**config.mk**
```make
export PLATFORM = sky130hd
export DESIGN_NAME = conv_func
export DESIGN_NICKNAME = d
export VERILOG_FILES = /design/src/common/cim_pkg.sv /design/src/logic/conv_func.sv
export VERILOG_INCLUDE_DIRS = /design/src /design/src/common
export SDC_FILE = /design/constraint.sdc
export NUM_CORES = 1
export LEC_CHECK = 0
export ABC_AREA = 1
export ABC_CLOCK_PERIOD_IN_PS = 6800
export BUFFER_PORTS_ARGS = -buffer_cell sky130_fd_sc_hd__buf_2
export CORE_MARGIN = 5
export CORE_UTILIZATION = 45
export DETAILED_ROUTE_END_ITERATION = 10
export GPL_ROUTABILITY_DRIVEN = 0
export GPL_TIMING_DRIVEN = 0
export PLACE_DENSITY_LB_ADDON = 0.2
export SLEW_MARGIN = 20
export SYNTH_ARGS = -nofsm -noshare
export SYNTH_HDL_FRONTEND = slang
export SYNTH_SLANG_ARGS = --single-unit
```
**constraint.sdc**
```tcl
create_clock -name clk -period 6.8 [get_ports clk]
set_clock_uncertainty 0.05 [all_clocks]
set_input_delay 1.36 -clock clk [delete_from_list [all_inputs] [get_ports clk]]
set_output_delay 1.36 -clock clk [all_outputs]
set_load 0.01 [all_outputs]
```
**src/common/cim_defs.svh**
```systemverilog
`ifndef CIM_DEFS_SVH
`define CIM_DEFS_SVH

// Layer geometry
`define CIM_DATA_SIZE       8
`define CIM_INPUT_CHANNELS  2
`define CIM_KERNEL_DIM      3
`define CIM_WINDOW_LEN      (`CIM_INPUT_CHANNELS * `CIM_KERNEL_DIM * `CIM_KERNEL_DIM)
`define CIM_OUTPUT_CHANNELS 4

// Crossbar tiling, rows and columns counted in bits
`define CIM_XBAR_SIZE       16
`define CIM_V_TILES         ((`CIM_WINDOW_LEN + `CIM_XBAR_SIZE - 1) / `CIM_XBAR_SIZE)
`define CIM_H_TILES \
    ((`CIM_OUTPUT_CHANNELS * `CIM_DATA_SIZE + `CIM_XBAR_SIZE - 1) / `CIM_XBAR_SIZE)
`define CIM_ELEMS_PER_TILE  (`CIM_XBAR_SIZE / `CIM_DATA_SIZE)

// Output buffer layout
`define CIM_OBUF_DATA_SIZE  (2 * `CIM_DATA_SIZE + $clog2(`CIM_XBAR_SIZE))
`define CIM_OBUF_BUS_WIDTH  20
`define CIM_NUM_CHANNELS    (`CIM_OBUF_BUS_WIDTH / `CIM_OBUF_DATA_SIZE)
`define CIM_NUM_ADDR \
    ((`CIM_ELEMS_PER_TILE + `CIM_NUM_CHANNELS - 1) / `CIM_NUM_CHANNELS)
`define CIM_ADDR_W          ((`CIM_NUM_ADDR > 1) ? $clog2(`CIM_NUM_ADDR) : 1)

// Weight port index widths
`define CIM_CHAN_W          ($clog2(`CIM_OUTPUT_CHANNELS))
`define CIM_IDX_W           ($clog2(`CIM_WINDOW_LEN))

`endif

```
**src/common/cim_pkg.sv**
```systemverilog
`default_nettype none

`include "cim_defs.svh"

package cim_pkg;

    // Input activation, unsigned
    typedef logic [`CIM_DATA_SIZE-1:0] act_t;

    // Crossbar weight, two's complement
    typedef logic signed [`CIM_DATA_SIZE-1:0] wt_t;

    // One crossbar column result
    typedef logic signed [`CIM_OBUF_DATA_SIZE-1:0] psum_t;

    typedef enum logic {
        conv_func_idle, // Waiting for a result
        conv_func_busy  // Walking the buffer
    } conv_func_state_t;

    typedef enum logic [1:0] {
        xbar_idle,    // Ready for a window
        xbar_compute, // One vertical tile per cycle
        xbar_hold     // Result waits for readout
    } xbar_state_t;

endpackage

`default_nettype wire

```
**src/logic/conv_func.sv**
```systemverilog
`timescale 1ns/1ps
`default_nettype none

`include "cim_defs.svh"

module conv_func (
    input  wire                              clk,
    input  wire                              rst,

    // Crossbar handshake
    input  wire                              i_start,
    output logic                             o_ready,
    input  wire                              i_cim_ready,
    input  wire cim_pkg::psum_t              i_data [`CIM_H_TILES-1:0][`CIM_NUM_CHANNELS-1:0]
                                                    [`CIM_V_TILES-1:0],
    output logic [`CIM_ADDR_W-1:0]           o_addr,

    // Output map side
    input  wire                              i_next_ready,
    output cim_pkg::act_t                    o_data [`CIM_OUTPUT_CHANNELS-1:0],
    output logic [`CIM_OUTPUT_CHANNELS-1:0]  o_write_enable,
    output logic                             o_start
);

    localparam int DATA_SIZE = `CIM_DATA_SIZE;
    localparam int OUT_CH    = `CIM_OUTPUT_CHANNELS;
    localparam int H_TILES   = `CIM_H_TILES;
    localparam int V_TILES   = `CIM_V_TILES;
    localparam int NUM_CH    = `CIM_NUM_CHANNELS;
    localparam int NUM_ADDR  = `CIM_NUM_ADDR;
    localparam int ADDR_W    = `CIM_ADDR_W;
    localparam int GRP       = H_TILES * NUM_CH;                     // Channels per address
    localparam int ACC_W     = `CIM_OBUF_DATA_SIZE + $clog2(V_TILES); // Room for the tile sum

    localparam logic [ADDR_W-1:0] LAST_ADDR = ADDR_W'(NUM_ADDR - 1);
    localparam logic [OUT_CH-1:0] FIRST_WE  = OUT_CH'((1 << GRP) - 1);

    cim_pkg::conv_func_state_t state;
    cim_pkg::conv_func_state_t next_state;
    logic [ADDR_W-1:0]         addr;
    logic [ADDR_W-1:0]         next_addr;
    logic [OUT_CH-1:0]         next_we;
    logic signed [ACC_W-1:0]   acc [H_TILES-1:0][NUM_CH-1:0];
    cim_pkg::act_t             relu_val [GRP-1:0];

    assign o_addr = addr;

    // Vertical tile sum, then ReLU and keep the low byte
    always_comb begin
        for (int h = 0; h < H_TILES; h++) begin
            for (int j = 0; j < NUM_CH; j++) begin
                acc[h][j] = '0;
                for (int v = 0; v < V_TILES; v++) begin
                    acc[h][j] = acc[h][j] + ACC_W'(i_data[h][j][v]);
                end
                if (acc[h][j][ACC_W-1]) begin
                    relu_val[h * NUM_CH + j] = '0; // Negative sum
                end else begin
                    relu_val[h * NUM_CH + j] = acc[h][j][DATA_SIZE-1:0];
                end
            end
        end
    end

    // Every address group sees the same values; write enable picks the slot
    always_comb begin
        for (int c = 0; c < OUT_CH; c++) begin
            o_data[c] = relu_val[c % GRP];
        end
    end

    always_ff @(posedge clk) begin
        if (rst) begin
            state          <= cim_pkg::conv_func_idle;
            addr           <= '0;
            o_write_enable <= '0;
        end else begin
            state          <= next_state;
            addr           <= next_addr;
            o_write_enable <= next_we;
        end
    end

    always_comb begin
        next_state = state;
        next_addr  = addr;
        next_we    = o_write_enable;
        o_ready    = 1'b0;
        o_start    = 1'b0;
        case (state)
            cim_pkg::conv_func_idle: begin
                o_ready   = 1'b1;
                next_addr = '0;
                next_we   = '0;
                if (i_start && i_cim_ready && i_next_ready) begin
                    next_state = cim_pkg::conv_func_busy;
                    next_we    = FIRST_WE; // First address group
                end
            end
            cim_pkg::conv_func_busy: begin
                if (addr == LAST_ADDR) begin
                    next_state = cim_pkg::conv_func_idle;
                    next_addr  = '0;
                    next_we    = '0;
                    o_start    = 1'b1; // Vector complete
                end else begin
                    next_addr = addr + 1'b1;
                    next_we   = o_write_enable << GRP;
                end
            end
            default: begin
                next_state = cim_pkg::conv_func_idle;
                next_addr  = '0;
                next_we    = '0;
            end
        endcase
    end

endmodule

`default_nettype wire

```
### Word level (Yosys, flattened, before mapping)

Index checks and enable logic that the tools add are counted.

| storage, ports and cells | value |
|---|---|
| register bits | 6 |
| latch bits | 0 |
| RAM bits | 0 |
| ROM bits | 0 |
| output and inout port bits | 39 |
| memories kept | 0 |

| cells by class | value |
|---|---|
| add/subtract/negate cells | 3 |
| $mul | 0 |
| divide/modulo/power cells | 0 |
| $lt $le $gt $ge | 0 |
| eq/ne operators | 0 |
| shifts and indexed selects | 0 |
| muxes and demuxes | 13 |
| bitwise operators | 1 |
| reduce and logical (&&, ||, !) cells | 2 |

Operator list:

| operator | number |
|---|---|
| 20-bit by 20-bit adder with 21-bit output | 2 |
| 8-bit two-way mux | 2 |
| 4-bit case mux with 2 select lines | 1 |
| 1-bit two-way mux | 6 |
| 4-bit two-way mux | 1 |
| 1-bit case mux with 2 select lines | 2 |
| 1-bit logical AND | 2 |
| 2-bit two-way mux | 1 |
| 1-bit adder (second input constant) | 1 |
| 1-bit NOT | 1 |

### Longest topological paths before layout

| logic depth | value |
|---|---|
| word-level depth | 4 |
| gate-level depth with buffers | 13 |
| mapped depth without buffers | 12 |

### Worst setup path after synthesis

No wires, ideal clock.

| timing | value |
|---|---|
| path type | input port to output port |
| start | input port i_data[0] in the netlist's numbering |
| end | output port o_data[18] in the netlist's numbering |
| arrival time | 2.865 ns |
| required time | 5.390 ns |
| setup slack | 2.525 ns |
| cell stages on the path | 11 |
| path through | ha_1 -> inv_1 -> fa_1 -> nor2_2 -> nor2_2 -> nor2_1 -> nand2_1 -> nand4_2 -> nand2_4 -> nor2_1 -> buf_4 |

RTL lines:

| what | line | RTL |
|---|---|---|
| start, declared | conv_func.sv:14 | `` input wire cim_pkg::psum_t i_data [`CIM_H_TILES-1:0][`CIM_NUM_CHANNELS-1:0] `` |
| end, declared | conv_func.sv:20 | `` output cim_pkg::act_t o_data [`CIM_OUTPUT_CHANNELS-1:0], `` |

==> results.md <==
- Final Hold Fails: 0
- Sequential element share of the synthesized area: 0.04783
- Htree depth: 1
- Syn Area/Cell: 6.317 um^2
- Slew Viols, Final: 0
- Residual antenna-violating net count after detailed routing: 0
- Layout cells sized above 1: 0.3990
- CP max-delay cell: fa_1
- Crit. End Element: output port
- CTS buffer count: 3
- Status: completed
- Placement Rows: 22
- Die Wd: 71.00 um
- Dpl hpwl: 3722 um
- Global route overflow: 0
- Post-synthesis async set-or-reset flop share: 0
- CP Buf/Inv Count: 4
- Kind of critical path: primary input to output port
- Worst Setup Start Kind: primary input
- Chip height: 71.00 um
- Post-Syn Instances: 265
- Clock sink total: 4
- Final #Nets: 520
- Power per standard cell area: 122.5 nW/um^2
- Fin util: 0.6581
- Final setup TNS: 0 ns
- Yosys warns: 0
- WHS: 0.3832 ns
- TritonCTS clock tree: yes
- P_leak: 0.001553 uW
- Setup bufs post-CTS: 0
- Io pins: 124
- DRT iter0 DRCs: 48
- Die footprint: 5040 um^2
- #FFs+latches synth: 4
- Most frequent cells in the layout: buf_2, nand2_1, ha_1
- Synth Net Count: 392
- Slew at the pin closest to its max-slew limit: 0.2457 ns
- Critical path fanouts, max: 8
- Final min period: 4.456 ns
- Max cap viols: 0
- Design Area, Final: 2391 um^2
- Post_cts resized: 0
- Antenna diodes: 0
- CTS Buffer Depth: 2
- Clock insertion delay at the later pin of the skew report: 0.22 ns
- GRT Overall Usage: 0.1490
- CP arrival: 3.05 ns
- Number of global-route vias before repair: 1627
- Peak supply drop: 0.06533 mV
- Crit path max-delay family: simple AND/OR/NAND/NOR gates
- WL final: 4025 um
- Synth Cell Area: 1674 um^2
- EDFF count, synth: 0
- CP Data Required Time: 5.39 ns
- Worst path cell trace: buf_2 -> ha_1 -> inv_1 -> fa_1 -> nor2_1 -> nor2_2 -> nor2_2 -> nand2_1 -> nand4_2 -> nand2_4 -> nor2_1 -> buf_4 -> buf_2
- Distinct cells, synth: 22
- Top_reg_cell synth: dfxtp_1
- CTS Root Cell: clkbuf_8
- Final setup fails: 0
- Core Footprint: 3633 um^2
- Max Fclk: 224.4 MHz
- Port Buffers: 123
- WL per Instance: 9.169 um
- Worst reg2reg startpoint: state
- Starting Density: 0.4607
- Worst rel slew slack: 0.8362
- Initial antenna violation count: 0
- Commonest non-fill, non-tap cell in the layout: buf_2
- Post-route DRC violation count: 0
- Vias/cell: 4.515
- Largest net degree at the start of global routing: 9
- CP max stage delay: 0.39 ns
- First-pass GRT wire length: 6465 um
- Hold Buf Count CTS: 0
- Area after DPL: 2350 um^2
- Clock-pin slew on the worst setup and hold paths: 0.03 ns
- Layout area overhead: 42.82%
- Period Utilization, post-route: 0.6553
- Vias: 1982
- TritonRoute pass-1 iters: 4
- Hold_sp: o_write_enable[0]
- Design Power: 292.9 uW
- Hold Crit Class: register to register
- Crit path from: i_data[40]
- Unrepaired setup endpoints after global routing: no
[state kept, by name (all words and copies together), names as in the netlist]
| name | flops |
|---|---|
| state | 1 |
| o_write_enable | 2 |
| o_addr | 1 |
[stage by stage]
| step | setup WS [ns] | instances |
|---|---|---|
| 6_report | 2.344 | 439 |
| 5_1_grt | 2.128 | 439 |
| 4_1_cts | 2.316 | 439 |
| 3_5_place_dp | 2.325 | 436 |
| 3_3_place_gp | 2.329 | 436 |
| 2_1_floorplan | 2.525 | 265 |
[worst paths after layout]
path,to,slack [ns],cells past startpoint
worst min register to register,o_write_enable[2],0.38,2
worst max register to register,state,5.87,2
worst max-delay path,o_data[31],2.34,13
worst min-delay path,o_write_enable[2],0.38,2
[cell usage after synthesis, types with 2 or more instances]
master    count  area [um^2]
fa_1          2        40.04
a21oi_1      14        70.07
xor2_1        6        52.55
buf_4        18        135.1
nand3_1       5        25.02
a21o_1        4        30.03
nand3b_1      2        15.01
nand2_2       2        12.51
nand2_1      73        274.0
nand4_2       2        25.02
nand2_4       2        22.52
nor2_1       35        131.4
xnor2_1       4        35.03
a31oi_1       2        12.51
dfxtp_1       4        80.08
ha_1         40        500.5
inv_1        38        142.6
o21ai_0       3        15.01
nor2_2        5        31.28
nand4_1       2        12.51
[cell type report]
class | instances | area (um^2)
Inverter | 38 | 142.6
Clock buffer | 3 | 41.29
Fill cell | 362 | 1242
Timing Repair Buffer | 123 | 615.6
Sequential cell | 4 | 80.08
Tap cell | 48 | 60.06
Multi-Input combinational cell | 205 | 1316
Buffer | 18 | 135.1
[layer usage]
layer	GRT usage	routed length (um)
met1	0.1807	1593
met2	0.2739	2030
met3	0.03693	401
met4	0.01253	0
met5	0	0
[worst min-delay path: cells and delay by family (launching register included)]
family                 cells  cell delay (ns)
and+or+nand+nor            1             0.03
DFF                        1             0.31
buffers and inverters      1             0.05
[power by group]
part           leakage [uW]  switching, uW  internal [uW]
Sequential        0.0000325          0.445           24.4
Clock             0.0000216           12.4           37.7
Combinational       0.00150            110            108
[cell families (layout without fill, tap and decap cells)]
logic type / count (synthesis) / count (layout) / share of synthesized area
compound gates: 23 / 23 / 0.07623
flops: 4 / 4 / 0.04783
xor+xnor: 10 / 10 / 0.05231
buf+inv: 56 / 182 / 0.1659
simple gates: 130 / 130 / 0.3348
fa+ha+maj: 42 / 42 / 0.3229
Note: power is estimated with default switching activity, not from simulation.
