### src/common/cim_defs.svh
`ifndef CIM_DEFS_SVH
`define CIM_DEFS_SVH

// Layer geometry
`define CIM_DATA_SIZE       8
`define CIM_INPUT_CHANNELS  2
`define CIM_KERNEL_DIM      3
`define CIM_WINDOW_LEN      (`CIM_INPUT_CHANNELS * `CIM_KERNEL_DIM * `CIM_KERNEL_DIM)
`define CIM_OUTPUT_CHANNELS 4

// Crossbar tiling, rows and columns counted in bits
`define CIM_XBAR_SIZE       16
`define CIM_V_TILES         ((`CIM_WINDOW_LEN + `CIM_XBAR_SIZE - 1) / `CIM_XBAR_SIZE)
`define CIM_H_TILES \
    ((`CIM_OUTPUT_CHANNELS * `CIM_DATA_SIZE + `CIM_XBAR_SIZE - 1) / `CIM_XBAR_SIZE)
`define CIM_ELEMS_PER_TILE  (`CIM_XBAR_SIZE / `CIM_DATA_SIZE)

// Output buffer layout
`define CIM_OBUF_DATA_SIZE  (2 * `CIM_DATA_SIZE + $clog2(`CIM_XBAR_SIZE))
`define CIM_OBUF_BUS_WIDTH  20
`define CIM_NUM_CHANNELS    (`CIM_OBUF_BUS_WIDTH / `CIM_OBUF_DATA_SIZE)
`define CIM_NUM_ADDR \
    ((`CIM_ELEMS_PER_TILE + `CIM_NUM_CHANNELS - 1) / `CIM_NUM_CHANNELS)
`define CIM_ADDR_W          ((`CIM_NUM_ADDR > 1) ? $clog2(`CIM_NUM_ADDR) : 1)

// Weight port index widths
`define CIM_CHAN_W          ($clog2(`CIM_OUTPUT_CHANNELS))
`define CIM_IDX_W           ($clog2(`CIM_WINDOW_LEN))

`endif

### src/common/cim_pkg.sv
`default_nettype none

`include "cim_defs.svh"

package cim_pkg;

    // Input activation, unsigned
    typedef logic [`CIM_DATA_SIZE-1:0] act_t;

    // Crossbar weight, two's complement
    typedef logic signed [`CIM_DATA_SIZE-1:0] wt_t;

    // One crossbar column result
    typedef logic signed [`CIM_OBUF_DATA_SIZE-1:0] psum_t;

    typedef enum logic {
        conv_func_idle, // Waiting for a result
        conv_func_busy  // Walking the buffer
    } conv_func_state_t;

    typedef enum logic [1:0] {
        xbar_idle,    // Ready for a window
        xbar_compute, // One vertical tile per cycle
        xbar_hold     // Result waits for readout
    } xbar_state_t;

endpackage

`default_nettype wire

### src/logic/window_loader.sv
`timescale 1ns/1ps
`default_nettype none

`include "cim_defs.svh"

module window_loader (
    input  wire                clk,
    input  wire                rst,

    // Activation stream
    input  wire                i_act_valid,
    input  wire cim_pkg::act_t i_act_data,
    output logic               o_act_ready,

    // Crossbar side
    input  wire                i_xbar_ready,
    output logic               o_win_start,
    output cim_pkg::act_t      o_window [`CIM_WINDOW_LEN-1:0]
);

    localparam int WIN_LEN = `CIM_WINDOW_LEN;
    localparam int CNT_W   = $clog2(WIN_LEN + 1);

    localparam logic [CNT_W-1:0] FULL_CNT = CNT_W'(WIN_LEN);

    cim_pkg::act_t    win_q [WIN_LEN-1:0]; // Window register file
    logic [CNT_W-1:0] fill_cnt;            // Values held so far
    logic             full;
    logic             act_fire;
    logic             win_fire;

    assign full     = (fill_cnt == FULL_CNT);
    assign act_fire = i_act_valid && !full; // Ready is low once full
    assign win_fire = full && i_xbar_ready;

    assign o_act_ready = !full;
    assign o_win_start = full;
    assign o_window    = win_q;

    always_ff @(posedge clk) begin
        if (rst) begin
            fill_cnt <= '0;
        end else if (win_fire) begin
            fill_cnt <= '0; // Crossbar latched the window
        end else if (act_fire) begin
            fill_cnt <= fill_cnt + 1'b1;
        end
    end

    // Window fills in index order, 0 first
    always_ff @(posedge clk) begin
        if (act_fire) begin
            win_q[fill_cnt] <= i_act_data;
        end
    end

endmodule

`default_nettype wire

### config.mk
export PLATFORM = sky130hd
export DESIGN_NAME = window_loader
export DESIGN_NICKNAME = d
export VERILOG_FILES = /design/src/common/cim_pkg.sv /design/src/logic/window_loader.sv
export VERILOG_INCLUDE_DIRS = /design/src /design/src/common
export SDC_FILE = /design/constraint.sdc
export NUM_CORES = 1
export LEC_CHECK = 0
export BUFFER_PORTS_ARGS = -buffer_cell sky130_fd_sc_hd__buf_4
export CAP_MARGIN = 10
export CORE_ASPECT_RATIO = 0.75
export CORE_MARGIN = 3
export CORE_UTILIZATION = 46
export CTS_CLUSTER_DIAMETER = 200
export DETAILED_ROUTE_END_ITERATION = 8
export PLACE_DENSITY = 0.82
export SLEW_MARGIN = 20
export SYNTH_ARGS = -nofsm -noshare
export SYNTH_HDL_FRONTEND = slang
export SYNTH_SLANG_ARGS = --single-unit
### constraint.sdc
create_clock -name clk -period 3.3 [get_ports clk]
set_clock_uncertainty 0.15 [all_clocks]
set_input_delay 0.66 -clock clk [delete_from_list [all_inputs] [get_ports clk]]
set_output_delay 0.66 -clock clk [all_outputs]
set_load 0.02 [all_outputs]
---- Word-level counts from Yosys, hierarchy flattened ----
Cells that the tools add are included.
storage, ports and cells
  bits in registers ....................... 149
  logic and storage cells ................. 31
operators by class
  $lt $le $gt $ge ......................... 2
  add/sub/neg operators ................... 1
  mux-type cells .......................... 3
  reduce and logical (&&, ||, !) cells .... 5
  equal/unequal tests ..................... 1
operators by type and width
  kind                                                  count
  bitwise mux 144 bit                                   1
  demux 8 bit (select 5 bit)                            1
  two-way mux 8 bit                                     1
  < comparator 5 x 6 -> 1 bit (second input constant)   1
  adder 5 x 1 -> 5 bit (second input constant)          1
  equality test 5 bit (second input constant)           1
  >= comparator 5 x 1 -> 1 bit (second input constant)  1
  logical AND 1 bit                                     3
  OR reduction 2 bit                                    1
  logical NOT 1 bit                                     1

---- Logic depth before layout (Yosys ltp) ----
Gate-level depths: netlist of the first run.
  depth in word-level cells ............... 5
  depth in mapped cells ................... 7

---- Least setup slack after synthesis of the first run ----
Ideal clock, no wire load.
  kind .................................... input to register
  start point ............................. input port i_act_valid
  end point ............................... register win_q, in the netlist o_window[64], enable pin
  data arrival time ....................... 1414 ps
  stages on the path ...................... 3
  setup slack ............................. 1366 ps
  buffers on the path ..................... 1
  path through ............................ clkbuf_1 > nand3_1 > nor2_1
between the ends
  longest elaborated chain between the ends .. 1
RTL lines
  element                          line                 source
  from (decl)                      window_loader.sv:11  input wire i_act_valid,
  logical AND 1 bit                window_loader.sv:33  assign act_fire = i_act_valid && !full;
  to (signal, indexed assignment)  window_loader.sv:53  win_q[fill_cnt] <= i_act_data;
  to (decl)                        window_loader.sv:26  cim_pkg::act_t win_q [WIN_LEN-1:0];
Every way passes these cells.
A chain may end at the register's enable or synchronous reset.

---- Worst setup path in the final report of the first run ----
  start point ............................. register fill_cnt[0]
  end point ............................... output port o_win_start
between the ends
  longest elaborated chain between the ends .. 1
RTL lines
  element                 line                 source
  from (decl)             window_loader.sv:27  logic [CNT_W-1:0] fill_cnt;
  from (signal assigned)  window_loader.sv:46  fill_cnt <= fill_cnt + 1'b1;
  equality test 5 bit     window_loader.sv:32  assign full = (fill_cnt == FULL_CNT);
  to (decl)               window_loader.sv:17  output logic o_win_start,
Every way passes these cells.

==> results of run 1 <==
==> layout make-up <==
cell class / count / area share, %
Clock buffer: 18 / 6.42
Sequential cell: 149 / 66.2
Clock inverter: 14 / 2.25
Inverter: 3 / 0.169
Timing Repair Buffer: 157 / 17.6
Multi-Input combinational cell: 49 / 4.81
Tap cell: 132 / 2.47
==> how the worst max path moves through the flow <==
| stage | start | to | slack [ns] | cells past startpoint |
|---|---|---|---|---|
| floorplan | i_act_valid | o_window[64]$_DFFE_PP_ | 1.37 | 3 |
| global placement | fill_cnt[0]$_SDFFE_PP0P_ | o_win_start | 1.19 | 5 |
| detailed placement | fill_cnt[0]$_SDFFE_PP0P_ | o_win_start | 1.16 | 5 |
| CTS | fill_cnt[0]$_SDFFE_PP0P_ | o_win_start | 0.71 | 5 |
| global route | fill_cnt[0]$_SDFFE_PP0P_ | o_win_start | 0.57 | 5 |
| finish | fill_cnt[0]$_SDFFE_PP0P_ | o_win_start | 0.72 | 5 |
==> cell usage in the layout (no fill, tap or decap) <==
cell and n:
o21ai_0 1, and2_1 10, or2_1 1, dfxtp_1 5, xor2_1 2, bufinv_16 2
nand2b_1 2, nor3b_1 2, clkbuf_16 17, inv_2 1, nand3_1 5, clkinv_4 4
a211oi_1 2, a311oi_1 1, clkbuf_1 1, inv_1 2, or3_1 2, clkinv_1 1
o41ai_1 1, clkinv_2 2, ha_1 4, buf_4 157, nor2_1 10, inv_6 3
edfxtp_1 144, nor4b_1 1, a31oi_1 2, clkinvlp_4 2, nand4_1 2, nand4bb_1 1
==> sequential cells by signal, summed over array words and instances (netlist names) <==
| signal | flops |
|---|---|
| o_window | 144 |
| fill_cnt | 5 |
==> per-layer routing <==
metal | up-vias | global-route usage, % | wire, um
met5 | - | 0 | 0
met4 | 0 | 6.73 | 59
met3 | 7 | 5.96 | 1030
met2 | 150 | 27.8 | 5110
met1 | 1244 | 27.2 | 4620
li1 | 1152 | - | -
==> report_power, final <==
group | total (mW) | leakage [nW] | switching (mW) | internal (mW)
Sequential | 2.10 | 1.34 | 0.00702 | 2.09
Combinational | 0.114 | 0.878 | 0.0809 | 0.0330
Clock | 1.86 | 0.279 | 0.739 | 1.12
==> cell families after synthesis <==
group / count (synthesis) / share of synthesized area, %
AOI/OAI and AO/OA: 7 / 1.05
xor gates and xnor gates: 2 / 0.367
adders and majority gates: 4 / 1.05
buffers and inverters: 6 / 0.707
DFF: 149 / 92.6
and+or+nand+nor: 36 / 4.27
==> flow_summary.json, run 1 <==
{
  "critPathMaxFanout": 7,
  "synth_edf_count": 144,
  "area_delta_synth_final_pct": 39.8,
  "viasPerCell": 4.89,
  "vias": 2553,
  "r2r_end": "o_window[136]$_DFFE_PP_",
  "drv_cap": 0,
  "critPathCaptureType": "output pin",
  "ff_latch_area_um2": 4420,
  "drtIter0Drc": 263,
  "multi_input_area_um2": 322,
  "grt_pass1_wl_mm": 15.4,
  "firstDrtPassIters": 4,
  "critPathBufInv": 3,
  "finalPower_mw": 4.07,
  "first_global_vias": 2562,
  "crit_chain": "inv_1 -> ha_1 -> nand4bb_1 -> inv_2 -> buf_4",
  "cts.clk_slew.worst_paths_ns": 0.06,
  "synth_top_flop_cell": "edfxtp_1",
  "fillers": 665,
  "die_w_um": 124,
  "fin_area_um2": 6680,
  "power_leakage_nw": 2.50,
  "yosys_register_bits": 149,
  "synthArstFlopShare_pct": 0,
  "place_ws_ns": 1.16,
  "cts_tree": "yes",
  "cpPeakStageDelay_ns": 0.35,
  "die_h_um": 94.3,
  "finalCritPeriodShare_pct": 78.3,
  "cts_setup_buffers": 0,
  "final_core_util_pct": 67.5,
  "post_dp_cell_area_um2": 6100,
  "clk_path_buf_depth": 2,
  "numPortBuffers": 157,
  "clk_latency_ns": 0.41,
  "numClockSinks": 149,
  "holdBufCountCts": 0,
  "clock.fmax_mhz": 387,
  "drt-total-wl_mm": 10.8,
  "ir_drop_v": 0.000376,
  "hold_path.class": "primary input to flop",
  "cts_resized": 0,
  "crit_required_ns": 2.49,
  "core_um2": 9890,
  "grt_setup_unrepaired": "false",
  "critPathSlowestCell": "dfxtp_1",
  "reg2reg_depth": 4,
  "synthCells": 204,
  "io_pins": 158,
  "antenna_left": 0,
  "insertedDiodeCount": 0,
  "dp_hpwl_mm": 6.94,
  "numCtsBuffers": 17,
  "gp_congestion": 0.833,
  "worst_pin_slew_ns": 0.695,
  "overflow": 0,
  "slew_headroom_pct": 53.5,
  "grt_antenna_before_repair": 0,
  "yosys-top-cells-area": "edfxtp_1, dfxtp_1, and2_1",
  "drt-wirelength-per-cell_um": 20.7,
  "hold_viol_final": 0,
  "period_needed_ns": 2.58,
  "synth_nets": 220,
  "drv_slew": 0,
  "netlist_area_um2": 4780,
  "hold_path_startpoint": "i_xbar_ready",
  "ys_top_cells_by_count": "edfxtp_1, and2_1, nor2_1",
  "crit_type": "flop to output pin",
  "num_rows": 31,
  "synth_area_leader_cell": "edfxtp_1",
  "grt_usage_pct": 19.0,
  "grt_max_degree": 19,
  "seq_area_frac_synth_pct": 92.6,
  "critical_path.top_delay_family": "buffers and inverters",
  "whs_ns": 0.314,
  "drc": 0,
  "worstReg2RegStart": "fill_cnt[0]$_SDFFE_PP0P_",
  "r2r_setup_slack_ns": 1.31,
  "dieArea_um2": 11700,
  "layout.cells.non_filler": 522,
  "ys_warn_count": 0,
  "setup_viol": 0,
  "outcome": "finished clean",
  "final_nets": 393,
  "yosys.area.top_type_share_pct": 90.5,
  "final_layout_size_suffix_gt1_share_pct": 48.2,
  "synth_cell_type_count": 24,
  "fin_ws_ns": 0.716,
  "cp_data_arrival_time_ns": 1.77,
  "initial_core_util_pct": 48.3,
  "hold_path_depth": 2,
  "whs_endpoint": "fill_cnt[3]$_SDFFE_PP0P_",
  "synth.most_common_cell": "edfxtp_1",
  "power_density_nw_per_um2": 609,
  "dpl.cell_count": 490,
  "cts_root_buf": "clkbuf_16",
  "cts_max_level": 4,
  "avgSynthCellArea_um2": 23.4,
  "start_kind": "flop",
  "setup_tns_ns": 0
}
Power figures use the tool's default switching activity.
==> run 2: changes to the inputs <==
- CORE_UTILIZATION: 46 -> 45
- PLACE_DENSITY: 0.82 -> 0.83
- clock period: 3.3 -> 2.2 ns (I/O delays scaled with it)
==> run 2 against run 1 <==
  * Core utilization is 0.23 points higher
  * Clock power is 55% higher
  * Die area increased by 2.1%
  * Sequential share of layout area down 0.99 points
  * Critical path type unchanged
  * Combinational power is 47% higher
  * Count of clock-buffer cells in the layout increased by 2
  * Largest power group unchanged
  * Register-to-register slack lost 1.1 ns
  * Via count increased by 1.7%
  * Routed wire length rose by 1.3%
  * Hold slack worse by 0.22 ns
  * Flip-flop and latch count is the same
  * Total power increased by 52%
==> flow_summary.json, run 2 (synthesis results as in run 1) <==
{
  "outcome": "finished clean",
  "hold_path_startpoint": "i_xbar_ready",
  "fillers": 693,
  "multi_input_area_um2": 350,
  "cp_data_arrival_time_ns": 1.50,
  "switching_power_mw": 1.23,
  "critPathCaptureType": "output pin",
  "cts_setup_buffers": 0,
  "switching_share_pct": 19.8,
  "worst_pin_slew_ns": 0.405,
  "pwr-share-seq_pct": 50.8,
  "drtIter0Drc": 246,
  "clock.fmax_mhz": 479,
  "r2r_setup_slack_ns": 0.23,
  "hold_path_depth": 2,
  "layout.cells.non_filler": 530,
  "whs_endpoint": "fill_cnt[4]$_SDFFE_PP0P_",
  "io_pins": 158,
  "crit_type": "flop to output pin",
  "clk_latency_ns": 0.40,
  "r2r_end": "o_window[129]$_DFFE_PP_",
  "period_needed_ns": 2.09,
  "vias": 2596,
  "start_kind": "flop",
  "hold_path.class": "primary input to flop",
  "setup_viol": 0,
  "clk_path_buf_depth": 2,
  "p_clk_share_pct": 46.5,
  "crit_required_ns": 1.61,
  "cts_root_buf": "clkbuf_16",
  "drv_cap": 0,
  "num_rows": 31,
  "core_um2": 10000,
  "setup_tns_ns": 0,
  "final_layout_size_suffix_gt1_share_pct": 49.5,
  "die_w_um": 125,
  "reg2reg_depth": 4,
  "ff_latch_area_um2": 4420,
  "p_int_mw": 4.98,
  "ir_drop_v": 0.000727,
  "grt_max_degree": 19,
  "cts.clk_slew.worst_paths_ns": 0.06,
  "numPortBuffers": 157,
  "grt_setup_unrepaired": "false",
  "first_global_vias": 2685,
  "firstDrtPassIters": 5,
  "numClockSinks": 149,
  "slew_headroom_pct": 73.0,
  "dpl.cell_count": 498,
  "finalCritPeriodShare_pct": 94.9,
  "critPathMaxFanout": 7,
  "largest_reg_flops": 144,
  "overflow": 0,
  "insertedDiodeCount": 0,
  "hold_viol_final": 0,
  "fin_area_um2": 6780,
  "die_h_um": 95.3,
  "grt_antenna_before_repair": 0,
  "drt-total-wl_mm": 11.0,
  "post_dp_cell_area_um2": 6160,
  "combPwrFrac_pct": 2.7,
  "worstReg2RegStart": "fill_cnt[0]$_SDFFE_PP0P_",
  "drt-wirelength-per-cell_um": 20.7,
  "power_density_nw_per_um2": 915,
  "drc": 0,
  "dp_hpwl_mm": 7.00,
  "area_delta_synth_final_pct": 41.9,
  "viasPerCell": 4.90,
  "whs_ns": 0.0914,
  "final_core_util_pct": 67.8,
  "layout_commonest_cell": "buf_4",
  "cts_tree": "yes",
  "holdBufCountCts": 0,
  "cts_max_level": 4,
  "antenna_left": 0,
  "initial_core_util_pct": 47.8,
  "numCtsBuffers": 17,
  "dieArea_um2": 11900,
  "final_nets": 401,
  "grt_pass1_wl_mm": 16.4,
  "final_cell_mix": "buf_4, edfxtp_1, clkbuf_16",
  "grt_usage_pct": 19.1,
  "gp_congestion": 0.754,
  "drv_slew": 0,
  "power_leakage_nw": 2.55
}
## run 2: how the worst max path moves through the flow
stage / depth (start not counted) / from / to / slack, ns
floorplan: 4 / fill_cnt[0]$_SDFFE_PP0P_ / o_window[128]$_DFFE_PP_ / 0.42
global placement: 4 / fill_cnt[0]$_SDFFE_PP0P_ / o_window[130]$_DFFE_PP_ / 0.24
detailed placement: 4 / fill_cnt[0]$_SDFFE_PP0P_ / o_window[130]$_DFFE_PP_ / 0.13
CTS: 5 / fill_cnt[0]$_SDFFE_PP0P_ / o_win_start / 0.008
global route: 5 / fill_cnt[0]$_SDFFE_PP0P_ / o_win_start / 0.01
finish: 5 / fill_cnt[0]$_SDFFE_PP0P_ / o_win_start / 0.11
## run 2: timing repair
item | 4_1_cts | 5_1_grt
pin swaps | 0 | 0
gates resized for setup | 3 | 2
cloned | 0 | 0
endpoints found under the setup margin | 2 | 10
## run 2: power groups by stage
stage / sequential (mW) / clock (mW) / combinational, mW
3_5_place_dp: 3.21 / 0 / 0.168
4_1_cts: 3.15 / 2.92 / 0.171
5_1_grt: 3.15 / 3.05 / 0.183
6_report: 3.15 / 2.88 / 0.168
3_3_place_gp: 3.21 / 0 / 0.164
2_1_floorplan: 3.24 / 0 / 0.0303
## run 2: cell type report
type                       instances  area share (%)
clock buffer                      20            6.44
clock inverter                    12            2.29
inverter                           3           0.166
multi-input combinational         49            5.17
sequential                       149            65.2
tap                              132            2.44
timing repair buffer             165            18.3
## run 2: routing by layer
layer	GRT usage (%)	vias to the layer above	share of wire, %
met1	25.2	1272	41
met3	7.50	11	11
li1	-	1165	-
met4	6.23	0	0.83
met5	0	-	0
met2	29.6	148	47
## run 2: per-stage QoR
| stage | setup WS [ns] | power (mW) |
|---|---|---|
| 2_1_floorplan | 0.418 | 3.27 |
| 3_3_place_gp | 0.238 | 3.37 |
| 3_5_place_dp | 0.135 | 3.38 |
| 4_1_cts | 0.00770 | 6.24 |
| 5_1_grt | 0.0108 | 6.39 |
| 6_report | 0.113 | 6.20 |
## run 2: worst max-delay path: stages (launching register included)
cell and delay [ns]:
dfxtp_1 0.36, inv_2 0.12, ha_4 0.17, nand4bb_4 0.17, inv_2 0.12, buf_4 0.15
