===== config.mk =====
export PLATFORM = sky130hd
export DESIGN_NAME = ofmap_buffer
export DESIGN_NICKNAME = d
export VERILOG_FILES = /design/src/common/cim_pkg.sv /design/src/logic/ofmap_buffer.sv
export VERILOG_INCLUDE_DIRS = /design/src /design/src/common
export SDC_FILE = /design/constraint.sdc
export NUM_CORES = 1
export LEC_CHECK = 0
export ABC_AREA = 0
export BUFFER_PORTS_ARGS = -buffer_cell sky130_fd_sc_hd__buf_2
export CAP_MARGIN = 10
export CORE_MARGIN = 4
export CORE_UTILIZATION = 41
export DETAILED_ROUTE_END_ITERATION = 10
export PLACE_DENSITY = 0.89
export SETUP_SLACK_MARGIN = 0.15
export SLEW_MARGIN = 30
export SYNTH_ARGS = -nofsm -noshare
export SYNTH_HDL_FRONTEND = slang
export SYNTH_SLANG_ARGS = --single-unit
export TNS_END_PERCENT = 5

===== constraint.sdc =====
create_clock -name clk -period 1.7 [get_ports clk]
set_input_delay 0.34 -clock clk [delete_from_list [all_inputs] [get_ports clk]]
set_output_delay 0.34 -clock clk [all_outputs]
set_load 0.03 [all_outputs]

===== src/common/cim_defs.svh =====
`ifndef CIM_DEFS_SVH
`define CIM_DEFS_SVH

// Layer geometry
`define CIM_DATA_SIZE       8
`define CIM_INPUT_CHANNELS  2
`define CIM_KERNEL_DIM      3
`define CIM_WINDOW_LEN      (`CIM_INPUT_CHANNELS * `CIM_KERNEL_DIM * `CIM_KERNEL_DIM)
`define CIM_OUTPUT_CHANNELS 4

// Crossbar tiling, rows and columns counted in bits
`define CIM_XBAR_SIZE       16
`define CIM_V_TILES         ((`CIM_WINDOW_LEN + `CIM_XBAR_SIZE - 1) / `CIM_XBAR_SIZE)
`define CIM_H_TILES \
    ((`CIM_OUTPUT_CHANNELS * `CIM_DATA_SIZE + `CIM_XBAR_SIZE - 1) / `CIM_XBAR_SIZE)
`define CIM_ELEMS_PER_TILE  (`CIM_XBAR_SIZE / `CIM_DATA_SIZE)

// Output buffer layout
`define CIM_OBUF_DATA_SIZE  (2 * `CIM_DATA_SIZE + $clog2(`CIM_XBAR_SIZE))
`define CIM_OBUF_BUS_WIDTH  20
`define CIM_NUM_CHANNELS    (`CIM_OBUF_BUS_WIDTH / `CIM_OBUF_DATA_SIZE)
`define CIM_NUM_ADDR \
    ((`CIM_ELEMS_PER_TILE + `CIM_NUM_CHANNELS - 1) / `CIM_NUM_CHANNELS)
`define CIM_ADDR_W          ((`CIM_NUM_ADDR > 1) ? $clog2(`CIM_NUM_ADDR) : 1)

// Weight port index widths
`define CIM_CHAN_W          ($clog2(`CIM_OUTPUT_CHANNELS))
`define CIM_IDX_W           ($clog2(`CIM_WINDOW_LEN))

`endif


===== src/common/cim_pkg.sv =====
`default_nettype none

`include "cim_defs.svh"

package cim_pkg;

    // Input activation, unsigned
    typedef logic [`CIM_DATA_SIZE-1:0] act_t;

    // Crossbar weight, two's complement
    typedef logic signed [`CIM_DATA_SIZE-1:0] wt_t;

    // One crossbar column result
    typedef logic signed [`CIM_OBUF_DATA_SIZE-1:0] psum_t;

    typedef enum logic {
        conv_func_idle, // Waiting for a result
        conv_func_busy  // Walking the buffer
    } conv_func_state_t;

    typedef enum logic [1:0] {
        xbar_idle,    // Ready for a window
        xbar_compute, // One vertical tile per cycle
        xbar_hold     // Result waits for readout
    } xbar_state_t;

endpackage

`default_nettype wire


===== src/logic/ofmap_buffer.sv =====
`timescale 1ns/1ps
`default_nettype none

`include "cim_defs.svh"

module ofmap_buffer (
    input  wire                             clk,
    input  wire                             rst,

    // From the readout stage
    input  wire cim_pkg::act_t              i_data [`CIM_OUTPUT_CHANNELS-1:0],
    input  wire [`CIM_OUTPUT_CHANNELS-1:0]  i_write_enable,
    input  wire                             i_start,
    output logic                            o_next_ready,

    // Output stream
    output logic                            o_out_valid,
    output cim_pkg::act_t                   o_out_data [`CIM_OUTPUT_CHANNELS-1:0],
    input  wire                             i_out_ready
);

    localparam int OUT_CH = `CIM_OUTPUT_CHANNELS;

    cim_pkg::act_t vec_q [OUT_CH-1:0]; // One slot per output channel
    logic          full;               // Vector waiting downstream

    assign o_next_ready = !full;
    assign o_out_valid  = full;
    assign o_out_data   = vec_q;

    always_ff @(posedge clk) begin
        if (rst) begin
            full <= 1'b0;
        end else if (i_start) begin
            full <= 1'b1; // Last group lands on this edge
        end else if (full && i_out_ready) begin
            full <= 1'b0;
        end
    end

    always_ff @(posedge clk) begin
        for (int c = 0; c < OUT_CH; c++) begin
            if (i_write_enable[c]) begin
                vec_q[c] <= i_data[c];
            end
        end
    end

endmodule

`default_nettype wire


==> Yosys cells after proc, flatten, opt, wreduce, memory -nomap -nowiden <==
Cells that the tools add are included.
{ "word_totals": {"register_bits": 33, "in_bits": 40} }
{ "op_classes": {"mux": 2, "n_reduce_logical": 3} }
{ "ops": {"columns": ["op", "count"], "rows": [
  ["two-way mux 1 bit", 2],
  ["nonzero test 2 bit", 1],
  ["logical AND 1 bit", 1],
  ["logical NOT 1 bit", 1]
]} }

==> Depth between registers and ports, before layout <==
Gate-level depths: netlist of the first run.
{ "logic_depth": {"word_depth": 3, "ltp_mapped": 2, "ltp_nobuf": 2} }

==> Least setup slack after synthesis of the first run <==
Ideal clock, no wire load.
{ "synth_timing": {"path_type": "reg-to-output", "from": "register full (netlist: o_out_valid)", "to": "output port o_next_ready", "t_arrival_ns": 0.721, "t_required_ns": 1.360, "setup_slack_ns": 0.639, "stages_incl_launch_ff": 2, "cell_sequence": "dfxtp_1 -> inv_1"} }
{ "synth_between": {"elab_chain_cells": 1} }
{ "synth_rtl": {"columns": ["item", "line_no", "source"], "rows": [
  ["start: declaration", "ofmap_buffer.sv:25", "logic full;"],
  ["start signal: assignment", "ofmap_buffer.sv:33", "full <= 1'b0;"],
  ["start signal: assignment", "ofmap_buffer.sv:35", "full <= 1'b1;"],
  ["start signal: assignment", "ofmap_buffer.sv:37", "full <= 1'b0;"],
  ["logical NOT 1 bit", "ofmap_buffer.sv:27", "assign o_next_ready = !full;"],
  ["end: declaration", "ofmap_buffer.sv:14", "output logic o_next_ready,"]
]} }
Every way passes these cells.

==> Worst setup path in the final report of the first run <==
{ "layout_timing": {"from": "register full (netlist: o_out_valid)", "to": "output port o_out_valid"} }
{ "layout_lines": {"columns": ["item", "line_no", "source"], "rows": [
  ["end: declaration", "ofmap_buffer.sv:17", "output logic o_out_valid,"]
]} }
No word-level cell between the ends.

==> out/results.tsv, run 1 <==
metric	value	unit
status	finished, final reports clean	
Netlist cell types	5	
Hold WC Path Type	primary input to flop	
layout cells sized above 1	67.8	%
RSZ-0062 raised after global routing	no	
met1 WL	616	um
RR Startpoint	o_out_valid	
n_diodes	0	
clock sink count	33	
DR DRC count	0	
Yosys reg bits	33	
vias in the first global route	660	
antenna-violating nets left	0	
Die X	57.5	um
Starting Density	44.1	%
CORE AREA	2280	um2
Mapped Cells	37	
commonest non-fill, non-tap cells in the layout	buf_2 (73), edfxtp_1 (32), clkbuf_4 (5), inv_1 (2), clkbuf_1 (2)	
estimated wirelength of the detail-placed design	1590	um
Hold Crit Depth	2	
fin crit share	72.2	%
YS warnings	0	
Area Growth Syn to Fin	45.8	%
die area	3300	um2
routed via count	638	
first-pass GRT wire length	3020	um
Fillers	154	
CP max stage delay	370	ps
largest net degree at the start of global routing	11	
CTS tree	built	
Worst Path Max Fanout	3	
reg-to-reg critical path endpoint	o_out_valid	
final setup fails	0	
# resized after CTS	0	
WL met3	370	um
Worst path slowest cell	dfxtp_1	
worst setup path class	flop to primary output	
Ports	74	
CP Data Arrival Time	890	ps
hold buffers post-CTS	0	
# H-tree levels	2	
clock slew seen by the registers of the worst setup and hold paths	90	ps
DR WL/cell	13.2	um
CTS root buf	clkbuf_4	
uppermost layer routed	met4	
final WL	1930	um
met2 wire length	901	um
Worst-Margin Slew	185	ps
setup TNS	0	ps
Mean Syn Cell Area	27.1	um2
Total Power	1650	uW
crit-path cells	buf_2	
Tmin final	1230	ps
critical path startpoint category	flop	
Hold Path Origin	rst	
post-layout net count	157	
Hold Slack	176	ps
CP top delay family	flip-flops	
Mapped Nets	77	
initial antenna violation count	0	
slew margin rel.	87.7	%
Endpoint, Worst Hold	o_out_valid	
post-DR vias/cell	4.37	
1st-iter DRT viols	19	
Buffers on Ports	73	
WP buf/inv	1	
final slew viol count	0	
die height	57.5	um
all-layer global routing usage	13.0	%
Final Util	64.3	%
DR pass1 iterations	2	
Peak VDD IR	0.795	mV
clock skew	0	ps
FP Rows	17	
r2r worst-path depth	2	
worst-skew pair later-pin latency	310	ps
CP Capture Type	primary output	
Seq/Total Area, Yosys	97.8	%
Overflow after GRT	0	
Worst EP required	1360	ps
Max Cap Viol	0	
Num CTS Buffers	5	
post-CTS setup buffers	0	
GP Congestion	0.656	
Fmax achieved	815	MHz
Leak	0.000653	uW
pwr dens	1130	nW/um2
final hold violations	0	
commonest non-fill, non-tap cell in the layout	buf_2	
Post-Syn Area	1000	um2
buffers from clock root to sink, at most	2	
R2R setup slack	1070	ps
[cell type report]
| type | count | area [um2] | share of cell area [%] |
|---|---|---|---|
| Inverter | 2 | 7.51 | 0.513 |
| Multi-Input combinational cell | 2 | 15.0 | 1.03 |
| Tap cell | 28 | 35.0 | 2.40 |
| Timing Repair Buffer | 73 | 365 | 25.0 |
| Clock buffer | 8 | 58.8 | 4.02 |
| Sequential cell | 33 | 981 | 67.1 |
[metrics by stage]
step / worst slack (ps) / cell area, um2 / std cells
after floorplan: 639 / 1000 / 37
after global placement: 833 / 1400 / 138
after detailed placement: 810 / 1400 / 138
after CTS: 450 / 1460 / 146
after global routing: 415 / 1460 / 146
final: 472 / 1460 / 146
[where the power goes]
| part | switching [uW] | internal, uW |
|---|---|---|
| combinational | 178 | 74.4 |
| clock | 218 | 204 |
| sequential | 14.1 | 961 |
| total | 410 | 1240 |
[per-layer routing]
layer  GRT usage [%]  vias to the layer above
li1                -                      303
met1            13.0                      275
met2            18.9                       54
met3            9.50                        6
met4            8.94                        0
met5               0                        -
[how the worst max path moves through the flow]
| stage | startpoint | endpoint | slack (ps) | cells past startpoint |
|---|---|---|---|---|
| 6_report | o_out_valid | o_out_valid | 470 | 1 |
| 4_1_cts | o_out_data[21] | o_out_data[21] | 450 | 1 |
| 2_1_floorplan | o_out_valid | o_next_ready | 640 | 1 |
| 3_5_place_dp | o_out_data[21] | o_out_data[21] | 810 | 1 |
| 3_3_place_gp | o_out_valid | o_next_ready | 830 | 2 |
| 5_1_grt | o_out_valid | o_next_ready | 420 | 2 |
[logic make-up after synthesis]
family | after synthesis | share of synthesized area, %
AO/OA/AOI/OAI | 1 | 0.873
AND/OR/NAND/NOR | 1 | 0.624
buffers and inverters | 2 | 0.748
flip-flops | 33 | 97.8
[synthesized netlist by cell type (all sizes together)]
cell | count | share of area (%)
dfxtp | 1 | 2.0
edfxtp | 32 | 96
inv | 2 | 0.75
nand2b | 1 | 0.62
a21oi | 1 | 0.87
[registers in the layout, summed over array words and instances (netlist names)]
name and count:
o_out_data 32, o_out_valid 1
Power figures use the tool's default switching activity.
==> inputs of run 2 (changes only) <==
- CORE_UTILIZATION: 41 -> 38
- PLACE_DENSITY: 0.89 -> 0.84
- clock period: 1.7 -> 1.3 ns (I/O delays scaled with it)
==> run 2 against run 1 <==
Clock-buffer cell count stayed put. Sequential share of layout area is 0.31 points lower. Cell count increased by 1.4%. Via count increased by 1.3%. Design area grew 0.60%. Sequential power is 31% higher. Non-clock buffer count unchanged. Critical path type unchanged. Largest power group unchanged. Highest routed layer unchanged.
==> out/results.tsv, run 2 (synthesis results as in run 1) <==
metric	value	unit	change
final WL	2100	um	+8.9%
fin crit share	88.0	%	
Peak VDD IR	1.24	mV	+57%
# H-tree levels	2		unchanged
Worst Path Max Fanout	1		-2
CP Data Arrival Time	880	ps	about the same
layout cells sized above 1	67.8	%	unchanged
DR DRC count	0		unchanged
Stages on worst setup path	1		unchanged
Buffers on Ports	73		unchanged
die area	3530	um2	+6.8%
RR Startpoint	o_out_valid		
Finished Cell Area	1470	um2	+0.60%
commonest non-fill, non-tap cells in the layout	buf_2 (70), edfxtp_1 (32), clkbuf_4 (5), clkbuf_1 (3)		
Worst-Margin Slew	179	ps	-5.86 ps
Leak	0.000652	uW	-0.10%
antenna-violating nets left	0		unchanged
placed cell area	1410	um2	+0.18%
setup TNS	0	ps	unchanged
slew margin rel.	88.1	%	+0.39 points
Fmax achieved	874	MHz	
clock skew	0	ps	unchanged
first-pass GRT wire length	3130	um	+3.9%
n_diodes	0		unchanged
clock slew seen by the registers of the worst setup and hold paths	90	ps	about the same
status	finished, final reports clean		
Worst path slowest cell	edfxtp_1		
Tmin final	1140	ps	
Max Cap Viol	0		unchanged
Hold Path Origin	rst		
Hold Crit Depth	2		unchanged
post-DR vias/cell	4.36		-0.11%
final slew viol count	0		unchanged
Worst setup startpoint	o_out_data[24]		
CP Capture Type	primary output		
CP max stage delay	380	ps	about the same
Die X	59.4	um	+3.3%
all-layer global routing usage	13.3	%	+0.28 points
# placed instances	140		+1.4%
CTS root buf	clkbuf_4		
Overflow after GRT	0		unchanged
buffers from clock root to sink, at most	2		unchanged
worst-skew pair later-pin latency	310	ps	about the same
DR WL/cell	14.2	um	+7.4%
Area Growth Syn to Fin	46.6	%	
WP buf/inv	1		unchanged
Non-Filler Instances	148		+1.4%
clock sink count	33		unchanged
GP Congestion	0.684		+4.3%
Ports	74		unchanged
worst setup path class	flop to primary output		
final hold violations	0		unchanged
Num CTS Buffers	5		unchanged
post-layout net count	157		unchanged
r2r worst-path depth	2		unchanged
DR pass1 iterations	3		+1
RSZ-0062 raised after global routing	yes		
Starting Density	40.1	%	-4.0 points
initial antenna violation count	0		unchanged
CTS tree	built		
Total Power	2130	uW	+29%
1st-iter DRT viols	12		-7
post-CTS setup buffers	0		unchanged
CP top delay family	flip-flops		
FP Rows	18		+1
Hold WC Path Type	primary input to flop		
CORE AREA	2500	um2	+9.8%
commonest non-fill, non-tap cell in the layout	buf_2		
crit-path cells	buf_2		
pwr dens	1450	nW/um2	+28%
Fillers	199		+29%
Largest register FFs	32		unchanged
critical path startpoint category	flop		
routed via count	646		+1.3%
largest net degree at the start of global routing	10		-1
die height	59.4	um	+3.3%
vias in the first global route	724		+9.7%
final setup fails	0		unchanged
Worst EP required	1040	ps	-320 ps
## run 2: cell count changes in the layout (fill, tap and decap cells not counted)
cell | previous run | this run
buf_2 | 73 | 70
buf_4 | 0 | 1
buf_6 | 0 | 2
clkbuf_1 | 2 | 3
clkbuf_8 | 1 | 0
dfxtp_1 | 1 | 0
dfxtp_2 | 0 | 1
## run 2: final cells by class
class                           count  area [um2]  area share, %
Clock buffer                        8        48.8           3.32
Inverter                            2        7.51          0.510
Multi-Input combinational cell      2        15.0           1.02
Sequential cell                    33         982           66.8
Tap cell                           30        37.5           2.55
Timing Repair Buffer               73         380           25.9
## run 2: worst paths after layout
check / endpoint / slack, ps
setup / recovery: o_out_data[24] / 160
hold / removal: o_out_valid / 100
hold reg to reg: o_out_valid / 510
setup reg to reg: o_out_valid / 670
## run 2: stage by stage
stage | setup WS (ps) | hold slack, ps | util, %
4_1_cts | 133 | 86.7 | 58.9
5_1_grt | 73.4 | 51.6 | 58.9
2_1_floorplan | 319 | 322 | -
3_5_place_dp | 478 | 437 | 56.3
3_3_place_gp | 514 | 420 | 56.3
6_report | 156 | 98.1 | 58.9
## run 2: where the power goes
group,internal [uW],switching [uW],leakage (uW),total (uW)
logic,104,233,0.000304,337
clock network,215,295,0.0000265,510
registers,1260,22.6,0.000322,1280
total,1580,550,0.000652,2130
## run 2: per-layer routing
metal	track usage (%)	part of all wire (%)	vias up
met1	11.6	30	293
met2	22.0	53	48
met3	11.3	16	2
met4	4.85	0.48	0
li1	-	-	303
met5	0	0	-
## run 2: repair_timing
item                       4_1_cts  5_1_grt
setup endpoints to repair       18       34
hold buffers                     0        0
gates resized for setup          6        0
==> inputs of run 3 (changes only) <==
- ABC_AREA: 0 -> 1
- PLACE_DENSITY: 0.84 -> 0.79
==> run 3 against run 2 <==
Worst hold slack got worse by 8.3 ps. Synthesized area increased by 0.12%. Non-clock buffer count unchanged. Combinational power about the same. Critical path type unchanged. Sequential power about the same. Design area increased by 0.34%. Largest power group unchanged. Clock-buffer cell count decreased by 2.
==> out/results.tsv, run 3 <==
metric	value	unit	change
status	finished, final reports clean		
post-layout net count	158		+0.64%
CP Capture Type	primary output		
Buffers on Ports	73		unchanged
routed via count	652		+0.93%
DR WL/cell	14.5	um	+1.8%
Fillers	212		+6.5%
Worst-Margin Slew	187	ps	+8.23 ps
RSZ-0062 raised after global routing	yes		
all-layer global routing usage	13.4	%	+0.086 points
Fmax achieved	863	MHz	-1.3%
n_diodes	0		unchanged
R2R setup slack	710	ps	+40 ps
asr flop ratio synth	0	%	unchanged
Largest register FFs	32		unchanged
vias in the first global route	680		-6.1%
reg-to-reg critical path endpoint	o_out_valid		
slew margin rel.	87.5	%	-0.55 points
Total Power	2140	uW	+0.45%
worst setup path class	flop to primary output		
post-CTS setup buffers	0		unchanged
Ports	74		unchanged
Die X	59.4	um	about the same
part of the power in registers	59.8	%	-0.4 points
Endpoint, Worst Hold	o_out_valid		
Leak	0.000663	uW	+1.7%
CP Data Arrival Time	900	ps	+20 ps
clock slew seen by the registers of the worst setup and hold paths	100	ps	about the same
clock share of power	24.3	%	+0.3 points
Seq/Total Area, Yosys	97.6	%	-0.12 points
Synth top area share	95.6	%	-0.12 points
largest net degree at the start of global routing	11		+1
Mapped Cells	38		+2.7%
WP buf/inv	1		unchanged
clock skew	0	ps	unchanged
final WL	2160	um	+2.5%
Num CTS Buffers	5		unchanged
commonest non-fill, non-tap cell in the layout	buf_2		
FP Rows	18		unchanged
post-DR vias/cell	4.38		+0.25%
setup TNS	0	ps	unchanged
Non-Filler Instances	149		+0.68%
most frequent cell after synthesis	edfxtp_1		
RR Startpoint	o_out_valid		
final slew viol count	0		unchanged
estimated wirelength of the detail-placed design	1770	um	
Starting Density	40.2	%	+0.050 points
CTS tree	built		
Finished Cell Area	1480	um2	+0.34%
CTS root buf	clkbuf_4		
Peak VDD IR	0.895	mV	-28%
DR pass1 iterations	2		-1
r2r worst-path depth	2		unchanged
clock sink count	33		unchanged
EDFF count, synth	32		unchanged
final setup fails	0		unchanged
Worst Path Max Fanout	1		unchanged
Tmin final	1160	ps	+14.6 ps
CP top delay family	flip-flops		
1st-iter DRT viols	9		-3
Post-synth top cells	edfxtp_1 (32), inv_1 (3), a21oi_2 (1), dfxtp_1 (1), nand2_1 (1)		
placed cell area	1410	um2	about the same
CP max stage delay	410	ps	+30 ps
Max Cap Viol	0		unchanged
CORE AREA	2500	um2	unchanged
Overflow after GRT	0		unchanged
worst-skew pair later-pin latency	320	ps	about the same
layout cells sized above 1	68.1	%	+0.27 points
Area Growth Syn to Fin	46.9	%	
initial antenna violation count	0		unchanged
Netlist cell types	5		unchanged
Synth area leader	edfxtp_1		
Post-Syn Area	1000	um2	+0.12%
Mapped Nets	78		+1.3%
# H-tree levels	2		unchanged
Worst EP required	1040	ps	about the same
antenna-violating nets left	0		unchanged
switching part of the total	26.6	%	+0.76 points
Hold Crit Depth	2		unchanged
# placed instances	141		+0.71%
commonest non-fill, non-tap cells in the layout	buf_2 (69), edfxtp_1 (32), clkbuf_4 (5), inv_1 (3)		
final hold violations	0		unchanged
ys flop type	edfxtp_1		
critical path startpoint category	flop		
die area	3530	um2	+0.12%
fin crit share	89.1	%	+1.1 points
Comb pwr share	15.9	%	about the same
crit-path cells	buf_6		
Sw Pwr	569	uW	+3.4%
first-pass GRT wire length	3190	um	+1.8%
Worst path slowest cell	edfxtp_1		
die height	59.4	um	about the same
Synth area leaders	edfxtp_1 (96%), dfxtp_1 (2.0%), inv_1 (1.1%)		
Mean Syn Cell Area	26.4	um2	-2.5%
Yosys reg bits	33		unchanged
pwr dens	1450	nW/um2	+0.11%
buffers from clock root to sink, at most	2		unchanged
Hold Slack	89.8	ps	-8.27 ps
Hold Path Origin	rst		
DR DRC count	0		unchanged
GP Congestion	0.647		-5.5%
YS warnings	0		unchanged
Hold WC Path Type	primary input to flop		
P_int	1570	uW	-0.58%
[run 3: cell types whose count changed in the layout (fill, tap and decap cells not counted), sizes merged]
cell    change
nand2b      -1
clkinv      +2
nand2       +1
inv         +1
clkbuf      -2
[run 3: cells by family after synthesis]
| kind of cell | count (synthesis) | share of synthesized area [%] |
|---|---|---|
| flip-flops | 33 | 97.6 |
| AO/OA/AOI/OAI | 1 | 0.872 |
| AND/OR/NAND/NOR | 1 | 0.373 |
| buffers and inverters | 3 | 1.12 |
[run 3: final cells by class]
cell class                 count  area [um2]  area share (%)
sequential                    33         981            66.4
timing repair buffer          73         383            25.9
clock buffer                   6        41.3            2.80
tap                           30        37.5            2.54
multi-input combinational      2        12.5           0.847
inverter                       3        11.3           0.763
clock inverter                 2        10.0           0.678
[run 3: layer usage]
metal | track usage (%) | wire (um) | vias up
met5 | 0 | 0 | -
met4 | 8.74 | 15 | 0
met3 | 8.06 | 411 | 2
met2 | 21.5 | 1020 | 56
met1 | 12.7 | 708 | 290
li1 | - | - | 304
[run 3: what timing repair did]
item | in CTS | in global routing
gates resized for setup | 6 | 0
endpoints found under the setup margin | 28 | 34
hold buffers | 0 | 0
[run 3: power by group through the flow]
stage / logic, uW / clock network, uW / registers, uW
global route: 358 / 606 / 1290
CTS: 345 / 542 / 1280
detailed placement: 337 / 0 / 1300
global placement: 330 / 0 / 1300
floorplan: 8.43 / 0 / 1480
finish: 340 / 519 / 1280
[run 3: worst max-delay path by stage]
stage | endpoint | start | cells after the start
after detailed placement | o_out_data[20] | o_out_data[20] | 1
after global placement | o_out_data[26] | o_out_data[26] | 1
after floorplan | o_next_ready | o_out_valid | 1
final | o_out_data[20] | o_out_data[20] | 1
after CTS | o_out_data[20] | o_out_data[20] | 1
after global routing | o_out_data[4] | o_out_data[4] | 1
[run 3: stage by stage]
step | utilization [%] | setup WS (ps)
final | 59.1 | 141
after floorplan | - | 319
after detailed placement | 56.3 | 489
after global routing | 59.1 | 79.2
after global placement | 56.3 | 506
after CTS | 59.1 | 119
